**config.mk**
```make
export PLATFORM = sky130hd
export DESIGN_NAME = load_store_unit
export DESIGN_NICKNAME = d
export VERILOG_FILES = /design/src/hdl/bus_pkg.sv /design/src/hdl/lsu_pkg.sv /design/src/hdl/load_store_unit.sv
export SDC_FILE = /design/constraint.sdc
export NUM_CORES = 1
export LEC_CHECK = 0
export BUFFER_PORTS_ARGS = -buffer_cell sky130_fd_sc_hd__buf_4
export CORE_UTILIZATION = 45
export CTS_BUF_LIST = sky130_fd_sc_hd__clkbuf_4
export DETAILED_ROUTE_END_ITERATION = 10
export PLACE_DENSITY = 0.78
export SLEW_MARGIN = 40
export SYNTH_ARGS = -nofsm -noshare
export SYNTH_HDL_FRONTEND = slang
export SYNTH_SLANG_ARGS = --single-unit
```
**constraint.sdc**
```tcl
create_clock -name i_clk -period 4.5 [get_ports i_clk]
set_clock_uncertainty 0.2 [all_clocks]
set_input_delay 0.225 -clock i_clk [delete_from_list [all_inputs] [get_ports i_clk]]
set_output_delay 0.225 -clock i_clk [all_outputs]
set_load 0.05 [all_outputs]
```
**src/hdl/bus_pkg.sv**
```systemverilog
// APB address, data and strobe types; APB request and response structs
package bus_pkg;

  typedef logic [31:0] addr_t;  // Byte address
  typedef logic [63:0] data_t;  // One bus word
  typedef logic [7:0]  strb_t;  // One bit per byte lane

  // Master to slave, 107 bits
  typedef struct packed {
    logic  psel;     // Slave selected
    logic  penable;  // Access phase
    logic  pwrite;   // Write transfer
    addr_t paddr;    // Word-aligned address
    data_t pwdata;   // Lane-steered write data
    strb_t pstrb;    // Byte enables
  } apb_req_t;

  // Slave to master, 66 bits
  typedef struct packed {
    logic  pready;   // Transfer done
    data_t prdata;   // Full read word
    logic  pslverr;  // Error, never raised by the RAM
  } apb_rsp_t;

endpackage

```
**src/hdl/lsu_pkg.sv**
```systemverilog
// Access-code enum, load/store request and response structs, LSU FSM states
package lsu_pkg;

  // RISC-V width/sign code, stores look only at the width
  typedef enum logic [2:0] {
    OP_LB   = 3'd0,
    OP_LBU  = 3'd1,
    OP_LH   = 3'd2,
    OP_LHU  = 3'd3,
    OP_LW   = 3'd4,
    OP_LWU  = 3'd5,
    OP_LD   = 3'd6,
    OP_NONE = 3'd7
  } mem_op_e;

  typedef struct packed {
    logic           valid;  // One-cycle request strobe
    logic           wr_en;  // Store when set
    mem_op_e        op;     // Width and sign
    bus_pkg::addr_t addr;   // Byte address
    bus_pkg::data_t wdata;  // Store value in low bytes
  } lsu_req_t;

  typedef struct packed {
    logic           valid;       // One-cycle response strobe
    bus_pkg::data_t rdata;       // Extended load value
    logic           misaligned;  // Access dropped
  } lsu_resp_t;

  typedef enum logic [1:0] {IDLE, SETUP, ACCESS, RESP} lsu_state_e;

endpackage
```
**src/hdl/load_store_unit.sv**
```systemverilog
// Per-hart load/store unit: APB master FSM, strobe build, lane steering, load extension
`timescale 1ns/10ps

module load_store_unit (
  input  logic               i_clk,
  input  logic               i_rst,
  input  lsu_pkg::lsu_req_t  i_req,
  input  bus_pkg::apb_rsp_t  i_apb_rsp,
  output lsu_pkg::lsu_resp_t o_resp,
  output logic               o_busy,
  output bus_pkg::apb_req_t  o_apb_req
);

  lsu_pkg::lsu_state_e state_q, state_d;

  bus_pkg::strb_t   lane_mask;   // Unshifted strobe for the width
  logic [2:0]       align_mask;  // Low address bits that must be zero
  logic             req_mis;     // Incoming request misaligned
  logic             req_skip;    // Answer without a bus transfer

  logic             wr_en_q;     // Latched request payload
  lsu_pkg::mem_op_e op_q;
  logic [2:0]       off_q;       // Byte offset in the word
  bus_pkg::addr_t   paddr_q;
  bus_pkg::data_t   wdata_q;
  bus_pkg::strb_t   strb_q;
  bus_pkg::data_t   rdata_q;
  logic             mis_q;

  bus_pkg::data_t   load_shift;  // Loaded bytes moved to lane 0
  bus_pkg::data_t   load_ext;    // After sign or zero extension

  // Width decode of the incoming access code
  always_comb begin
    case (i_req.op)
      lsu_pkg::OP_LB, lsu_pkg::OP_LBU: begin
        lane_mask  = 8'h01;
        align_mask = 3'd0;
      end
      lsu_pkg::OP_LH, lsu_pkg::OP_LHU: begin
        lane_mask  = 8'h03;
        align_mask = 3'd1;
      end
      lsu_pkg::OP_LW, lsu_pkg::OP_LWU: begin
        lane_mask  = 8'h0f;
        align_mask = 3'd3;
      end
      lsu_pkg::OP_LD: begin
        lane_mask  = 8'hff;
        align_mask = 3'd7;
      end
      default: begin  // OP_NONE, no lanes
        lane_mask  = 8'h00;
        align_mask = 3'd0;
      end
    endcase
  end

  assign req_mis  = |(i_req.addr[2:0] & align_mask);
  assign req_skip = (i_req.op == lsu_pkg::OP_NONE) || req_mis;

  always_comb begin
    state_d = state_q;
    case (state_q)
      lsu_pkg::IDLE:   if (i_req.valid) state_d = req_skip ? lsu_pkg::RESP : lsu_pkg::SETUP;
      lsu_pkg::SETUP:  state_d = lsu_pkg::ACCESS;          // Setup is always one cycle
      lsu_pkg::ACCESS: if (i_apb_rsp.pready) state_d = lsu_pkg::RESP;  // Wait out grant
      default:         state_d = lsu_pkg::IDLE;            // RESP lasts one cycle
    endcase
  end

  always_ff @(posedge i_clk) begin
    if (!i_rst) begin
      state_q <= lsu_pkg::IDLE;
    end else begin
      state_q <= state_d;
    end
  end

  // Returned word down to lane 0, then extend by code
  assign load_shift = i_apb_rsp.prdata >> {off_q, 3'b000};

  always_comb begin
    case (op_q)
      lsu_pkg::OP_LB:  load_ext = {{56{load_shift[7]}}, load_shift[7:0]};
      lsu_pkg::OP_LBU: load_ext = {56'd0, load_shift[7:0]};
      lsu_pkg::OP_LH:  load_ext = {{48{load_shift[15]}}, load_shift[15:0]};
      lsu_pkg::OP_LHU: load_ext = {48'd0, load_shift[15:0]};
      lsu_pkg::OP_LW:  load_ext = {{32{load_shift[31]}}, load_shift[31:0]};
      lsu_pkg::OP_LWU: load_ext = {32'd0, load_shift[31:0]};
      default:         load_ext = load_shift;  // ld
    endcase
  end

  always_ff @(posedge i_clk) begin
    if (state_q == lsu_pkg::IDLE && i_req.valid) begin
      wr_en_q <= i_req.wr_en;
      op_q    <= i_req.op;
      off_q   <= i_req.addr[2:0];
      paddr_q <= {i_req.addr[31:3], 3'b000};           // Word aligned
      wdata_q <= i_req.wdata << {i_req.addr[2:0], 3'b000};  // Into its lanes
      strb_q  <= lane_mask << i_req.addr[2:0];
      mis_q   <= req_mis;
      rdata_q <= '0;                                   // Stores and skips read zero
    end else if (state_q == lsu_pkg::ACCESS && i_apb_rsp.pready && !wr_en_q) begin
      rdata_q <= load_ext;
    end
  end

  assign o_busy = (state_q != lsu_pkg::IDLE);

  always_comb begin
    o_resp.valid      = (state_q == lsu_pkg::RESP);
    o_resp.rdata      = rdata_q;
    o_resp.misaligned = mis_q;
  end

  always_comb begin
    o_apb_req.psel    = (state_q == lsu_pkg::SETUP) || (state_q == lsu_pkg::ACCESS);
    o_apb_req.penable = (state_q == lsu_pkg::ACCESS);
    o_apb_req.pwrite  = wr_en_q;
    o_apb_req.paddr   = paddr_q;  // Held from setup to end of access
    o_apb_req.pwdata  = wdata_q;
    o_apb_req.pstrb   = strb_q;
  end

  // Caller must wait for o_busy to drop
  a_no_req_busy: assert property (@(posedge i_clk) disable iff (!i_rst)
    o_busy |-> !i_req.valid);

  a_strb_nonzero: assert property (@(posedge i_clk) disable iff (!i_rst)
    o_apb_req.psel |-> (o_apb_req.pstrb != '0));

endmodule

```
-- Word level (Yosys, flattened, before mapping)
Cells that the tools add are included.
- equality and inequality tests: 17
- shift-type cells: 3
- mux-type cells: 7
- bitwise gates (word level): 1
- reduce and logical (&&, ||, !) cells: 15
- operator list (cell ; number):
    case mux 64 bit (6 select lines) ; 1
    << shifter 64 x 6 -> 64 bit ; 1
    right shift 64 x 6 -> 64 bit ; 1
    case mux 8 bit (4 select lines) ; 1
    == test 3 bit (second input constant) ; 6
    == test 3 x 2 -> 1 bit (second input constant) ; 4
    case mux 3 bit (3 select lines) ; 1
    << shifter 8 x 3 -> 8 bit ; 1
    == test 3 x 1 -> 1 bit (second input constant) ; 2
    logical NOT 3 bit ; 2
    two-way mux 2 bit ; 3
    case mux 2 bit (3 select lines) ; 1
    OR reduction 2 bit ; 3
    == test 2 bit (second input constant) ; 2
    != test 2 bit (second input constant) ; 2
    bitwise AND 3 bit ; 1
    logical AND 1 bit ; 3
    OR reduction 3 bit ; 1
    == test 2 x 1 -> 1 bit (second input constant) ; 1
    logical NOT 2 bit ; 1
    logical OR 1 bit ; 2
    AND reduction 2 bit ; 1
    nonzero test 2 bit ; 1
    logical NOT 1 bit ; 1
- register bits after elaboration: 175
- bits of input ports: 169
- output and inout port bits: 174
- logic and storage cells: 52

-- Logic depth before layout (Yosys ltp)
- depth in word-level cells: 9
- gate-level depth with buffers: 9
- mapped depth without buffers: 7

-- Least setup slack after synthesis
No wires, ideal clock.
- kind: register to register
- start: register state_q[0]
- end: register mis_q (enable)
- setup time: 1118 ps
- data arrival time: 3089 ps
- required time: 3182 ps
- slack: 94 ps
- stages on the path, launching flop included: 6
- path buffers: 1
- clock period less this slack: 4406 ps
- cell sequence: dfxtp_1 > inv_1 > ha_1 > nand2_1 > clkbuf_1 > clkinv_1
- longest elaborated chain between the ends: 2
- RTL lines (what ; line ; text):
    start, declared ; load_store_unit.sv:14 ; lsu_pkg::lsu_state_e state_q, state_d;
    start signal, assigned ; load_store_unit.sv:74 ; state_q <= lsu_pkg::IDLE;
    start signal, assigned ; load_store_unit.sv:76 ; state_q <= state_d;
    logical NOT 2 bit ; load_store_unit.sv:96 ; if (state_q == lsu_pkg::IDLE && i_req.valid) begin
    logical AND 1 bit ; load_store_unit.sv:96 ;
    end signal, assigned ; load_store_unit.sv:103 ; mis_q <= req_mis;
    end, declared ; load_store_unit.sv:28 ; logic mis_q;
No other way between the ends.
A chain may end at the register's enable or synchronous reset.

-- Final worst setup path
- start: register off_q[1]
- end: register rdata_q[22]
- longest elaborated chain between the ends: 2
- RTL lines (what ; line ; text):
    start, declared ; load_store_unit.sv:23 ; logic [2:0] off_q;
    start signal, assigned ; load_store_unit.sv:99 ; off_q <= i_req.addr[2:0];
    right shift 64 x 6 -> 64 bit ; load_store_unit.sv:81 ; assign load_shift = i_apb_rsp.prdata >> {off_q, 3'b000};
    case mux 64 bit (6 select lines) ; load_store_unit.sv:84 ; case (op_q)
    end signal, assigned ; load_store_unit.sv:106 ; rdata_q <= load_ext;
    end, declared ; load_store_unit.sv:27 ; bus_pkg::data_t rdata_q;
No other way between the ends.

==> impl_metrics.yaml <==
cts:
  path_clk_slew_ns: 0.16
  cts_setup_buffers: 0
  insertion_delay_ns: 0.57
  cts_buffer_depth: 2
  cts_tree: "built"
  post_cts_resized: 0
  cts_sinks: 175
  cts_buffers: 17
  cts_root_buffer: "clkbuf_4"
  cts_max_level: 4
  cts_hold_buf: 180
timing:
  slew_viol_final: 0
  final-hold-violation-count: 0
  period_minus_slack_ns: 3.79
  setup_slack_ns: 0.710
  tightest_slew_ns: 0.874
  finalCritPeriodShare_pct: 84.2
  clock.fmax_ghz: 0.264
  setup_tns_ns: 0
  rsz0062_at_grt: "no"
  setup_violations: 0
  max-slew-margin-rel_pct: 41.3
global_routing:
  grt_pass1_vias: 9624
  grt_overflow_total: 0
  grt_pass1_wl_um: 52600
  grt_max_degree: 81
  grt_usage_pct: 31.8
  antenna_found_initial: 1
floorplanning:
  start_util_pct: 46.4
  die_w_um: 147
  io_pins: 343
  core-area_mm2: 0.0204
  die_area_mm2: 0.0217
  die_h_um: 147
  row_count: 52
final_layout:
  nets: 1579
  areaGrowthSynthToFinish_pct: 50.3
  drive_above_1_share_pct: 31.0
  regArea_mm2: 0.00459
  multi_input_area_mm2: 0.00450
  nFillCells: 1503
placement:
  routabilityCongestion: 0.924
  place_ws_ns: 1.65
  place.port_buffers: 338
  hpwl_um: 23200
worst_setup_path:
  crit_top_cell: "dlygate4sd3_1"
  cp_cell_sequence: "buf_4 > mux2i_1 > dlygate4sd3_1 > nand2_1 > a32oi_1 > dlygate4sd3_1 > a31oi_1"
  crit_family: "buffers and inverters"
  critPathCaptureType: "flip-flop"
  crit_slowest_cell: "edfxtp_1"
  cp_max_fo: 56
  crit_buf_inv: 3
  slowest_delay_ns: 0.81
  worstPathArrival_ns: 4.05
  worst-setup-path-type: "flip-flop to flip-flop"
  cp-start-kind: "flip-flop"
  crit_required_ns: 4.76
pwr:
  p_leak_uw: 0.00603
  vdd_drop_max_mv: 0.262
  power.density_mw_per_mm2: 513
  p_total_uw: 7300
job:
  maxCapViolations: 0
route:
  drc: 0
  routed_wl_um: 35100
  detail_route.iter0.violations: 709
  vias: 9581
  via_per_inst: 5.67
  dr.pass1.iters: 5
  wl_per_cell_um: 20.8
  antenna_left: 0
synthesis:
  netlist_area_mm2: 0.00948
  synth_edf_count: 109
  yosys_most_used_dff: "edfxtp_1"
  synthDistinctLibCells: 46
  ys_seq_area_share_pct: 48.4
  synth.avg_cell_area_um2: 10.1
  synth-warning-count: 0
  syn_inst: 938
  synth-seq-cells: 175
  async_flop_share_pct: 0
run_status:
  outcome: "complete, no violations"
worst_hold_path:
  hold_path.class: "primary input to flip-flop"
-- metal layers --
layer	GRT usage [%]	up-vias	share of wire, %
li1	-	4372	-
met4	14.9	0	4.4
met5	0	-	0
met1	34.3	4544	35
met3	7.61	113	8.6
met2	58.3	552	52
-- cells by family after synthesis --
group                    after synthesis  share of synthesized area (%)
AND/OR/NAND/NOR                      261                           12.8
AO/OA/AOI/OAI                        249                           15.9
flip-flops                           175                           48.4
multiplexers                         156                           18.0
buffers and inverters                 93                           4.35
adder cells (fa/ha/maj)                3                          0.396
other                                  1                         0.0395
-- per-stage QoR --
step           instances  area [µm²]  hold slack [ns]  util, %
2_1_floorplan        940        9490            0.124        -
3_3_place_gp        1478       12100            0.203     59.2
3_5_place_dp        1478       12100            0.204     59.2
4_1_cts             1690       14200           0.0125     69.7
5_1_grt             1691       14200           0.0495     69.8
6_report            1691       14200           0.0645     69.8
-- flip-flops by register name, summed over array words and instances (netlist names) --
signal and cells:
rdata_q 64, mis_q 1, wdata_q 64, state_q 2
off_q 3, op_q 3, paddr_q 29, strb_q 8
wr_en_q 1
-- worst paths after layout --
path / startpoint / endpoint / slack [ns] / depth (start not counted)
worst max-delay path: off_q[1] / rdata_q[22] / 0.71 / 7
worst max register to register: off_q[1] / rdata_q[22] / 0.71 / 7
worst min register to register: rdata_q[3] / rdata_q[3] / 0.31 / 2
worst min-delay path: i_apb_rsp[48] / rdata_q[39] / 0.06 / 6
-- cell usage after synthesis, drive strengths merged (17+ instances only) --
cell / count / area, µm²
o21ai: 105 / 526
mux2: 29 / 338
a211oi: 22 / 165
buf: 34 / 191
a21oi: 61 / 343
nand2b: 23 / 144
and2: 26 / 163
o22ai: 18 / 113
nor3: 23 / 115
edfxtp: 109 / 3270
nand2: 102 / 383
nor2: 60 / 225
clkbuf: 48 / 180
mux2i: 119 / 1190
a31oi: 17 / 121
dfxtp: 66 / 1320
-- final cells by class --
class                   instances  share of cell area [%]
inverters                      11                   0.325
well taps                     270                    2.37
repair buffers                530                    31.1
diodes                          1                  0.0176
multi-input cells             672                    31.6
clock buffers                  17                   0.896
clock inverters                15                    1.51
flip-flops and latches        175                    32.2
-- cell usage in the layout, fill, tap and decap left out, drive strengths merged, types with 2 or more instances in the layout --
cell type    synthesis  final
and2                26     26
a32oi               14     14
mux4                 8      8
o31ai                2      2
nand2              102    102
dlygate4sd3          0    180
o22ai               18     18
clkinv               1      5
bufinv               0      2
a31oi               17     17
edfxtp             109    109
ha                   3      3
or3                  3      3
a2111oi              3      3
dfxtp               66     66
o21ai              105    105
nor2b               15     15
inv                 10     18
a21oi               61     61
conb                 1      3
nor2                60     60
a211oi              22     22
mux2                29     29
clkbuf              48     17
buf                 34    350
nor3                23     23
mux2i              119    119
nand2b              23     23
or2                  4      4
nor4                 3      3
-- power by group --
group	switching (µW)	internal [µW]
clock	664	370
combinational	2600	1210
sequential	237	2220
-- tightest hold or removal path, delay by kind of cell --
kind | cells | cell delay (ns)
multiplexers | 1 | 0.16
AO/OA/AOI/OAI | 2 | 0.23
buffers and inverters | 2 | 0.14
AND/OR/NAND/NOR | 1 | 0.05
No activity file was read; power rests on OpenSTA's default activity.
