**src/hdl/bus_pkg.sv**
```systemverilog
// APB address, data and strobe types; APB request and response structs
package bus_pkg;

  typedef logic [31:0] addr_t;  // Byte address
  typedef logic [63:0] data_t;  // One bus word
  typedef logic [7:0]  strb_t;  // One bit per byte lane

  // Master to slave, 107 bits
  typedef struct packed {
    logic  psel;     // Slave selected
    logic  penable;  // Access phase
    logic  pwrite;   // Write transfer
    addr_t paddr;    // Word-aligned address
    data_t pwdata;   // Lane-steered write data
    strb_t pstrb;    // Byte enables
  } apb_req_t;

  // Slave to master, 66 bits
  typedef struct packed {
    logic  pready;   // Transfer done
    data_t prdata;   // Full read word
    logic  pslverr;  // Error, never raised by the RAM
  } apb_rsp_t;

endpackage

```
**src/hdl/apb_arbiter.sv**
```systemverilog
// Two-master to one-slave APB arbiter with round-robin grant held per transfer
`timescale 1ns/10ps

module apb_arbiter (
  input  logic              i_clk,
  input  logic              i_rst,
  input  bus_pkg::apb_req_t i_m0_req,
  input  bus_pkg::apb_req_t i_m1_req,
  input  bus_pkg::apb_rsp_t i_s_rsp,
  output bus_pkg::apb_rsp_t o_m0_rsp,
  output bus_pkg::apb_rsp_t o_m1_rsp,
  output bus_pkg::apb_req_t o_s_req
);

  logic lock_q;     // Grant frozen after setup
  logic gnt_q;      // Locked owner
  logic last_q;     // Master served last
  logic pick;       // Fresh choice while unlocked
  logic gnt;        // Effective owner this cycle
  logic xfer_done;  // Access cycle completes

  bus_pkg::apb_req_t sel_req;

  // Both asking goes to the one not served last
  always_comb begin
    if (i_m0_req.psel && i_m1_req.psel) begin
      pick = ~last_q;
    end else begin
      pick = i_m1_req.psel;
    end
  end

  assign gnt = lock_q ? gnt_q : pick;

  // A master waiting in access gets a fresh setup cycle at the slave
  always_comb begin
    sel_req         = gnt ? i_m1_req : i_m0_req;
    o_s_req         = sel_req;
    o_s_req.penable = lock_q & sel_req.penable;
  end

  assign xfer_done = o_s_req.penable & i_s_rsp.pready;

  always_ff @(posedge i_clk) begin
    if (!i_rst) begin
      lock_q <= 1'b0;
      gnt_q  <= 1'b0;
      last_q <= 1'b1;  // Port 0 first
    end else if (!lock_q) begin
      if (i_m0_req.psel || i_m1_req.psel) begin
        lock_q <= 1'b1;  // Setup went out this cycle
        gnt_q  <= pick;
      end
    end else if (xfer_done) begin
      lock_q <= 1'b0;
      last_q <= gnt_q;
    end
  end

  // Loser sees no pready and holds its transfer
  always_comb begin
    o_m0_rsp = i_s_rsp;
    o_m1_rsp = i_s_rsp;
    if (gnt) begin
      o_m0_rsp.pready  = 1'b0;
      o_m0_rsp.pslverr = 1'b0;
    end else begin
      o_m1_rsp.pready  = 1'b0;
      o_m1_rsp.pslverr = 1'b0;
    end
  end

  // Slave select exactly when a master asks or owns the bus
  a_psel_granted: assert property (@(posedge i_clk) disable iff (!i_rst)
    o_s_req.psel == (lock_q || i_m0_req.psel || i_m1_req.psel));

endmodule

```
**config.mk**
```make
export PLATFORM = sky130hd
export DESIGN_NAME = apb_arbiter
export DESIGN_NICKNAME = d
export VERILOG_FILES = /design/src/hdl/bus_pkg.sv /design/src/hdl/apb_arbiter.sv
export SDC_FILE = /design/constraint.sdc
export NUM_CORES = 1
export LEC_CHECK = 0
export BUFFER_PORTS_ARGS = -buffer_cell sky130_fd_sc_hd__buf_2
export CAP_MARGIN = 0
export CORE_AREA = 2 2 204 206
export DETAILED_ROUTE_END_ITERATION = 16
export DIE_AREA = 0 0 206 208
export PLACE_DENSITY = 0.3
export SYNTH_ARGS = -nofsm -noshare
export SYNTH_HDL_FRONTEND = slang
export SYNTH_SLANG_ARGS = --single-unit
```
**constraint.sdc**
```tcl
create_clock -name i_clk -period 1.9 [get_ports i_clk]
set_input_delay 0 -clock i_clk [delete_from_list [all_inputs] [get_ports i_clk]]
set_output_delay 0 -clock i_clk [all_outputs]
set_load 0.1 [all_outputs]
```
## After elaboration in Yosys (flattened, before gate mapping)

Index checks and enable logic that the tools add are counted.

- Multiplexer cells: 10
- Bitwise operators: 4
- Reduce and logical (&&, ||, !) cells: 4

Operators by type and width:

| kind | count |
|---|---|
| two-way mux 107 bit | 1 |
| two-way mux 1 bit | 9 |
| AND reduction 2 bit | 2 |
| AND 1 bit | 2 |
| inverter 1 bit | 2 |
| logical AND 1 bit | 1 |
| logical OR 1 bit | 1 |

- Output and inout port bits: 239
- Input bits: 282
- Bits in registers: 3
- Word-level logic and storage cells: 21

## Logic depth before layout (Yosys ltp)

Gate-level depths: netlist of the first run.

- Word-level depth: 8
- Depth in mapped cells: 5
- Gate-level depth less buffers: 3

## Least setup slack after synthesis of the first run

Ideal clock, no wire load.

- Kind: register to output
- From: register lock_q
- To: output port o_m1_rsp[0] (netlist name)
- Data arrival time: 2.260 ns
- Slack: -0.360 ns
- Cell stages (with the launch flop): 6
- Required time: 1.900 ns
- Cells stage by stage: dfxtp_1 > nand2_1 > a21boi_4 > buf_12 > buf_6 > nor2b_1

RTL lines:

| what | line | source |
|---|---|---|
| from (decl) | apb_arbiter.sv:15 | `logic lock_q;` |
| from (signal assigned) | apb_arbiter.sv:46 | `lock_q <= 1'b0;` |
| from (signal assigned) | apb_arbiter.sv:51 | `lock_q <= 1'b1;` |
| from (signal assigned) | apb_arbiter.sv:55 | `lock_q <= 1'b0;` |
| to (decl) | apb_arbiter.sv:11 | `output bus_pkg::apb_rsp_t o_m1_rsp,` |

==> impl_metrics.ini, run 1 <==
[synth]
syn_avg_cell_area_um2 = 10.8
netlist_top_cells_area = mux2_4, buf_4, buf_12
synthFlopType = dfxtp_1
synth_largest_area_cell = mux2_4
synth_top_family_by_area = multiplexers
synthSimpleGateAreaFrac_pct = 2.45
synthesis.nets = 553
synth_edf_count = 0
synthArstFlopShare_pct = 0
synth-adder-area-share_pct = 0
ys_types = 18
ys_warn_count = 0
yosysSeqAreaShare_pct = 2.06
synth_top_area_share_pct = 48.9
synth.area.mux_share_pct = 53.2
ys_ff_latch = 3
synth_xor_area_share_pct = 0
post-synth-top-count-cell = buf_4
synth_common_cells = buf_4, mux2_4, buf_12, mux2_2, nand2_1
synthCells = 271
synth_compound_area_share_pct = 1.80
synth.cell_area_um2 = 2910

[global_route]
grt_pass1_vias = 2792
grt_overflow = 0
grt_max_degree = 18
grt_pass1_wl_um = 21700
track_usage_pct = 7.36
antenna_found_initial = 2

[clock_network]
cts_tree = yes
clock-sinks = 3
clockBufferDepth = 2
cts_buffers = 3
clockRootBuffer = clkbuf_16
worstSkewPairLatency_ps = 220
path_clk_slew_ps = 30
holdBufCountCts = 0
h-tree-depth = 1

[sta]
holdWs_ps = 0.0562
worst_pin_slew_ps = 566
tns_ps = 0
min_period_over_period_pct = 96.0
drv_slew = 0
hold_viol_final = 0
rsz0062_at_grt = yes
finalSetupViolCount = 0
min_period_ps = 1820
timing.fmax_ghz = 0.548
slew_headroom_pct = 62.5
skew_ps = 0.520

[worst_setup_path]
cp-start-kind = flip-flop
arrival_ps = 1820
worst_path_most_repeated_cell = buf_4
end_kind = output port
critical-path-top-delay-family = buffers and inverters
crit_type = flip-flop to output port
ff2ff_setup_slack_ps = 820
worstReg2RegStart = gnt_q$_SDFFE_PN0P_
crit_fanout = 15
path_depth = 6
r2r_end = gnt_q$_SDFFE_PN0P_
endpoint = o_s_req[51]
critPathSlowestCell = dfxtp_1
required_ps = 1900
cpPeakStageDelay_ps = 340
crit_chain = nand2_2, a21boi_4, buf_12, buf_4, mux2_4, buf_4
path_buf_inv = 3
critPathLaunch = gnt_q$_SDFFE_PN0P_
rr_worst_depth = 4

[placement]
placed_cells_incl_taps = 1005
dp_hpwl_um = 15900
place_congestion = 0.792
io_buffers = 328

[floorplan]
row_count = 74
dieWidth_um = 206
core_um2 = 40600
die_area_um2 = 42800
initial_core_util_pct = 7.19
ios = 521
die_h_um = 208

[drt]
firstDrtPassIters = 4
first_iter_violations = 88
vias_per_cell = 2.65
avgRoutedWirePerCell_um = 17.4
ant_nets = 0
drc = 0
num_vias = 2676
wirelength_um = 17600

[power]
p_total_w = 0.00363
ir_drop_mv = 0.197
power.leakage_nw = 2.69
powerDensity_nw_per_um2 = 718

[finish]
layout-drive-gt1-share_pct = 95.0
utilization_pct = 12.5
syn_to_final_growth_pct = 73.6
fin_cells = 1011
multi_input_area_um2 = 1680
n_antenna_cell = 0
fill_cells = 4668
nets = 762
seqCellArea_um2 = 61.3

[job]
maxCapViolCount = 0

[run_status]
status = finished, final reports clean

[min_path]
min_path_type = primary input to output port
[stage by stage]
stage	setup slack, ps	area, um^2
floorplan	-360	2910
global placement	182	4740
detailed placement	169	4740
CTS	0.450	4950
global route	-4.14	5060
finish	75.4	5060
[final cells by class]
cell class | instances | area share, %
Inverter | 1 | 0.0742
Timing Repair Buffer | 344 | 50.9
Tap cell | 532 | 13.2
Clock buffer | 4 | 1.56
Sequential cell | 3 | 1.21
Multi-Input combinational cell | 127 | 33.1
[flip-flops by register name (all words and copies together), names as in the netlist]
name	count
gnt_q	1
last_q	1
lock_q	1
[placed cells by master, fill, tap and decap left out, drive strengths merged]
cell type / Yosys / routed
o31ai: 1 / 1
nand2: 5 / 5
dfxtp: 3 / 3
inv: 1 / 1
mux2i: 1 / 1
and2: 2 / 2
nor2b: 4 / 4
clkbuf: 0 / 5
mux2: 105 / 105
buf: 140 / 343
a21oi: 2 / 2
a21boi: 2 / 2
o221ai: 1 / 1
nor2: 4 / 4
[power breakdown]
part           switching (W)  leakage (nW)  total (W)  internal, W
Combinational        0.00219          2.63    0.00322      0.00103
Sequential        0.00000512        0.0249  0.0000735    0.0000684
Clock              0.0000567        0.0382   0.000333     0.000277
[layer usage]
layer	track usage [%]	vias up	part of all wire (%)
li1	-	1206	-
met1	6.58	1193	30
met2	14.6	243	54
met3	2.76	30	13
met4	2.71	4	3.1
met5	0	-	0.18
[cell families after synthesis]
kind of cell           count (synthesis)
buffers and inverters                141
multiplexers                         106
AND/OR/NAND/NOR                       15
AO/OA/AOI/OAI                          6
flip-flops                             3
[what timing repair did]
action	in CTS	in global routing
setup endpoints to repair	72	98
setup buffers	2	0
cloned	0	0
resized for setup	47	49
[worst min-delay path by stage]
stage,start,cells after the start,end,slack [ps]
CTS,i_s_rsp[8],0,o_m1_rsp[8],1
detailed placement,i_s_rsp[8],0,o_m1_rsp[8],1
global placement,i_s_rsp[8],0,o_m1_rsp[8],1
global route,i_s_rsp[4],0,o_m0_rsp[4],0.2
floorplan,i_rst,1,last_q$_SDFFE_PN1P_,80
finish,i_s_rsp[18],0,o_m0_rsp[18],0.06
(Power assumes the default switching activity.)
==> inputs of run 2 (changes only) <==
--- a/config.mk
+++ b/config.mk
@@ -5,12 +5,14 @@
 export SDC_FILE = /design/constraint.sdc
 export NUM_CORES = 1
 export LEC_CHECK = 0
-export BUFFER_PORTS_ARGS = -buffer_cell sky130_fd_sc_hd__buf_2
+export BUFFER_PORTS_ARGS = -buffer_cell sky130_fd_sc_hd__buf_4
 export CAP_MARGIN = 0
 export CORE_AREA = 2 2 204 206
 export DETAILED_ROUTE_END_ITERATION = 16
 export DIE_AREA = 0 0 206 208
 export PLACE_DENSITY = 0.3
+export REMOVE_ABC_BUFFERS = 1
+export SLEW_MARGIN = 10
 export SYNTH_ARGS = -nofsm -noshare
 export SYNTH_HDL_FRONTEND = slang
 export SYNTH_SLANG_ARGS = --single-unit
==> impl_metrics.ini, run 2 (synthesis gave the netlist of run 1 again) <==
[min_path]
min_path_type = primary input to output port

[drt]
drc = 0
wirelength_um = 25700
avgRoutedWirePerCell_um = 25.4
vias_per_cell = 2.97
firstDrtPassIters = 3
first_iter_violations = 102
num_vias = 2998
ant_nets = 0

[worst_setup_path]
path_buf_inv = 3
crit_fanout = 19
crit_chain = nand2_1, a21boi_4, buf_12, bufbuf_16, mux2_4, buf_4
r2r_end = gnt_q$_SDFFE_PN0P_
arrival_ps = 1890
critPathLaunch = lock_q$_SDFF_PN0_
endpoint = o_s_req[70]
critPathSlowestCell = dfxtp_2
worstReg2RegStart = lock_q$_SDFF_PN0_
crit_type = flip-flop to output port
rr_worst_depth = 5
cpPeakStageDelay_ps = 330
path_depth = 6
required_ps = 1900
end_kind = output port
ff2ff_setup_slack_ps = 680
critical-path-top-delay-family = buffers and inverters
cp-start-kind = flip-flop

[floorplan]
core_um2 = 40600
die_area_um2 = 42800
ios = 521
dieWidth_um = 206
die_h_um = 208
row_count = 74
initial_core_util_pct = 7.19

[sta]
finalSetupViolCount = 0
worst_pin_slew_ps = 338
min_period_over_period_pct = 99.5
rsz0062_at_grt = yes
min_period_ps = 1890
drv_slew = 0
hold_viol_final = 0
slew_headroom_pct = 77.7
skew_ps = 1.86
timing.fmax_ghz = 0.529
holdWs_ps = 0.329

[placement]
placed_area_um2 = 4990
place_congestion = 0.783
io_buffers = 328
placed_cells_incl_taps = 998
dp_hpwl_um = 22200

[clock_network]
path_clk_slew_ps = 30
holdBufCountCts = 0
clockRootBuffer = clkbuf_16
cts_tree = yes
h-tree-depth = 1
worstSkewPairLatency_ps = 230
cts_buffers = 3
clockBufferDepth = 2
clock-sinks = 3

[global_route]
antenna_found_initial = 0
track_usage_pct = 11.1
grt_max_degree = 24
grt_overflow = 0
grt_pass1_vias = 3007
grt_pass1_wl_um = 31000

[power]
p_total_w = 0.00360
seq_power_share_pct = 2.0
power_switching_w = 0.00219
p_int_w = 0.00141
comb_power_share_pct = 88.5
switching_share_pct = 60.9
clkPwrFrac_pct = 9.5
powerDensity_nw_per_um2 = 666
power.leakage_nw = 2.80
ir_drop_mv = 0.255

[finish]
stdcell_area_um2 = 5400
syn_to_final_growth_pct = 85.3
nets = 759
n_antenna_cell = 0
fill_cells = 4627
fin_cells = 1008
final_cell_mix = buf_4, mux2_4, buf_6
layout-drive-gt1-share_pct = 94.7
layout_commonest_cell = buf_4
reg.largest.list = gnt_q (1), last_q (1), lock_q (1)

[run_status]
status = finished, final reports clean

[job]
maxCapViolCount = 0
-- run 2: final cells by class --
class | instances | area (um^2) | area share (%)
clock buffer | 4 | 78.8 | 1.46
inverter | 1 | 3.75 | 0.0695
multi-input combinational | 127 | 1670 | 31.0
sequential | 3 | 61.3 | 1.14
tap | 532 | 666 | 12.3
timing repair buffer | 341 | 2920 | 54.0
-- run 2: power groups by stage --
stage	clock network, W	logic, W	registers [W]
finish	0.000341	0.00318	0.0000731
global route	0.000349	0.00329	0.0000735
CTS	0.000344	0.00320	0.0000729
detailed placement	0	0.00307	0.0000735
global placement	0	0.00307	0.0000734
floorplan	0	0.00224	0.0000724
-- run 2: stage by stage --
stage / setup slack (ps) / utilization (%) / setup TNS, ps
6_report: 9.26 / 13.3 / 0
5_1_grt: -37.4 / 13.3 / -388
4_1_cts: 0.554 / 13.2 / 0
3_5_place_dp: 150 / 12.3 / 0
3_3_place_gp: 160 / 12.3 / 0
2_1_floorplan: -2890 / - / -231580
-- run 2: worst reg2reg max path, cell delays in order (launching register included) --
cell,delay [ps]
dfxtp_2,330
nand2_1,110
a21boi_4,200
buf_12,140
buf_12,200
a21boi_0,120
-- run 2: what timing repair did --
| item | 4_1_cts | 5_1_grt |
|---|---|---|
| setup buffers | 5 | 0 |
| endpoints found under the setup margin | 74 | 53 |
| pin swaps | 1 | 0 |
| cloned | 1 | 0 |
| endpoints found under the hold margin | 0 | 0 |
| gates resized for setup | 50 | 13 |
-- run 2: metal layers --
layer  vias to the layer above  share of wire [%]  global-route usage, %
met5                         -                2.2                   12.1
met4                        12               0.88                   1.48
met3                        24                 28                   14.1
met2                       465                 39                   14.8
met1                      1298                 30                   9.79
li1                       1199                  -                      -
-- run 2: how the worst min path moves through the flow --
stage,from,to,slack (ps),depth (start not counted)
detailed placement,i_s_rsp[19],o_m1_rsp[19],1,0
floorplan,i_s_rsp[10],o_m0_rsp[10],0,0
finish,i_s_rsp[19],o_m1_rsp[19],0.3,0
global placement,i_s_rsp[19],o_m1_rsp[19],1,0
CTS,i_rst,last_q$_SDFFE_PN1P_,1,2
global route,i_s_rsp[14],o_m1_rsp[14],0.9,0
==> inputs of run 3 (changes only) <==
--- a/config.mk
+++ b/config.mk
@@ -7,10 +7,12 @@
 export LEC_CHECK = 0
 export BUFFER_PORTS_ARGS = -buffer_cell sky130_fd_sc_hd__buf_4
 export CAP_MARGIN = 0
-export CORE_AREA = 2 2 204 206
+export CELL_PAD_IN_SITES_DETAIL_PLACEMENT = 1
+export CELL_PAD_IN_SITES_GLOBAL_PLACEMENT = 2
+export CORE_AREA = 2 2 201 203
 export DETAILED_ROUTE_END_ITERATION = 16
-export DIE_AREA = 0 0 206 208
-export PLACE_DENSITY = 0.3
+export DIE_AREA = 0 0 203 205
+export PLACE_DENSITY = 0.54
 export REMOVE_ABC_BUFFERS = 1
 export SLEW_MARGIN = 10
 export SYNTH_ARGS = -nofsm -noshare
==> impl_metrics.ini, run 3 (synthesis gave the netlist of run 1 again) <==
[run_status]
status = finished, final reports clean

[finish]
layout-drive-gt1-share_pct = 95.2
fill_cells = 4603
nets = 765
reg.largest.list = gnt_q (1), last_q (1), lock_q (1)
n_antenna_cell = 0
syn_to_final_growth_pct = 94.7
layout_commonest_cell = buf_4
stdcell_area_um2 = 5670
final_cell_mix = buf_4, mux2_4, buf_6

[power]
power.leakage_nw = 2.92
powerDensity_nw_per_um2 = 659
ir_drop_mv = 0.224

[min_path]
hold_start = i_s_rsp[10]
min_path_type = primary input to output port

[floorplan]
ios = 521
row_count = 73
core_um2 = 39400
die_h_um = 205
dieWidth_um = 203
die_area_um2 = 41600
initial_core_util_pct = 7.40

[drt]
first_iter_violations = 150
firstDrtPassIters = 4
wl_met2_um = 10100
drc = 0
vias_per_cell = 3.01
avgRoutedWirePerCell_um = 25.5
wl_met1_um = 9770
dr.max_layer_used = met5
wirelength_um = 25700
num_vias = 3029
met3_length_um = 5450
ant_nets = 0

[sta]
rsz0062_at_grt = yes
finalSetupViolCount = 0
setup_slack_ps = 27.1
worst_pin_slew_ps = 305
skew_ps = 2.41
drv_slew = 0
tns_ps = 0
min_period_over_period_pct = 98.6
hold_viol_final = 0
slew_headroom_pct = 79.8
min_period_ps = 1870
timing.fmax_ghz = 0.534

[global_route]
track_usage_pct = 11.0
grt_overflow = 0
grt_max_degree = 35
grt_pass1_vias = 3207
grt_pass1_wl_um = 30100
antenna_found_initial = 0

[worst_setup_path]
end_kind = output port
crit_type = flip-flop to output port
required_ps = 1900
crit_fanout = 6
worstReg2RegStart = lock_q$_SDFF_PN0_
critPathLaunch = lock_q$_SDFF_PN0_
cp-start-kind = flip-flop
arrival_ps = 1870

[clock_network]
clockRootBuffer = clkbuf_16
path_clk_slew_ps = 30
clockBufferDepth = 2
cts_tree = yes
worstSkewPairLatency_ps = 230
h-tree-depth = 1
clock-sinks = 3
cts_buffers = 3

[placement]
place_congestion = 0.800
io_buffers = 328
dp_hpwl_um = 22300
pre_cts_slack_ps = 166
placed_area_um2 = 5010

[job]
maxCapViolCount = 0
-- run 3: cell count changes in the layout (fill, tap and decap cells not counted), sizes merged --
cell and change:
dlygate4sd3 +1, bufbuf -1, clkbuf +4, buf +2
-- run 3: metrics by stage --
| stage | util (%) | power (W) | cells | hold WS (ps) |
|---|---|---|---|---|
| 6_report | 14.4 | 0.00374 | 1007 | 0.928 |
| 5_1_grt | 14.4 | 0.00386 | 1007 | 0.896 |
| 4_1_cts | 13.1 | 0.00352 | 1001 | 1.28 |
| 3_5_place_dp | 12.7 | 0.00315 | 994 | 1.28 |
| 3_3_place_gp | 12.7 | 0.00315 | 994 | 1.28 |
| 2_1_floorplan | - | 0.00231 | 131 | 0 |
-- run 3: where the power goes --
part	internal (W)	switching (W)	leakage [nW]
logic	0.00117	0.00216	2.86
clock network	0.000277	0.0000610	0.0382
registers	0.0000687	0.00000541	0.0253
total	0.00151	0.00222	2.92
-- run 3: layout make-up --
| cell class | count | area, um^2 | area share [%] |
|---|---|---|---|
| well taps | 525 | 657 | 11.6 |
| multi-input cells | 127 | 1680 | 29.6 |
| clock buffers | 4 | 78.8 | 1.39 |
| repair buffers | 347 | 3190 | 56.2 |
| inverters | 1 | 3.75 | 0.0662 |
| flip-flops and latches | 3 | 62.6 | 1.10 |
-- run 3: path summary, 6_finish.rpt --
check | endpoint | slack, ps | cells past startpoint
hold reg to reg | gnt_q$_SDFFE_PN0P_ | 500 | 2
hold / removal | o_m1_rsp[10] | 0.9 | 0
setup reg to reg | gnt_q$_SDFFE_PN0P_ | 590 | 6
setup / recovery | o_s_req[6] | 30 | 7
-- run 3: metal layers --
layer  vias to the layer above  track usage [%]
li1                       1211                -
met1                      1389             11.9
met2                       405             14.3
met3                        20             11.7
met4                         4            0.912
met5                         -             6.67
-- run 3: critical path, stage by stage, from the launching register on --
cell	delay [ps]
dfxtp_2	340
nand2_2	90
a21boi_4	210
buf_12	160
buf_12	150
buf_4	150
mux2_2	350
buf_6	190
-- run 3: timing repair --
action,CTS,global route
buffers inserted,2,2
pin swaps,0,1
gates resized for setup,9,102
endpoints found under the setup margin,72,104
hold buffers,1,0
gates cloned,0,4
hold endpoints to repair,1,0
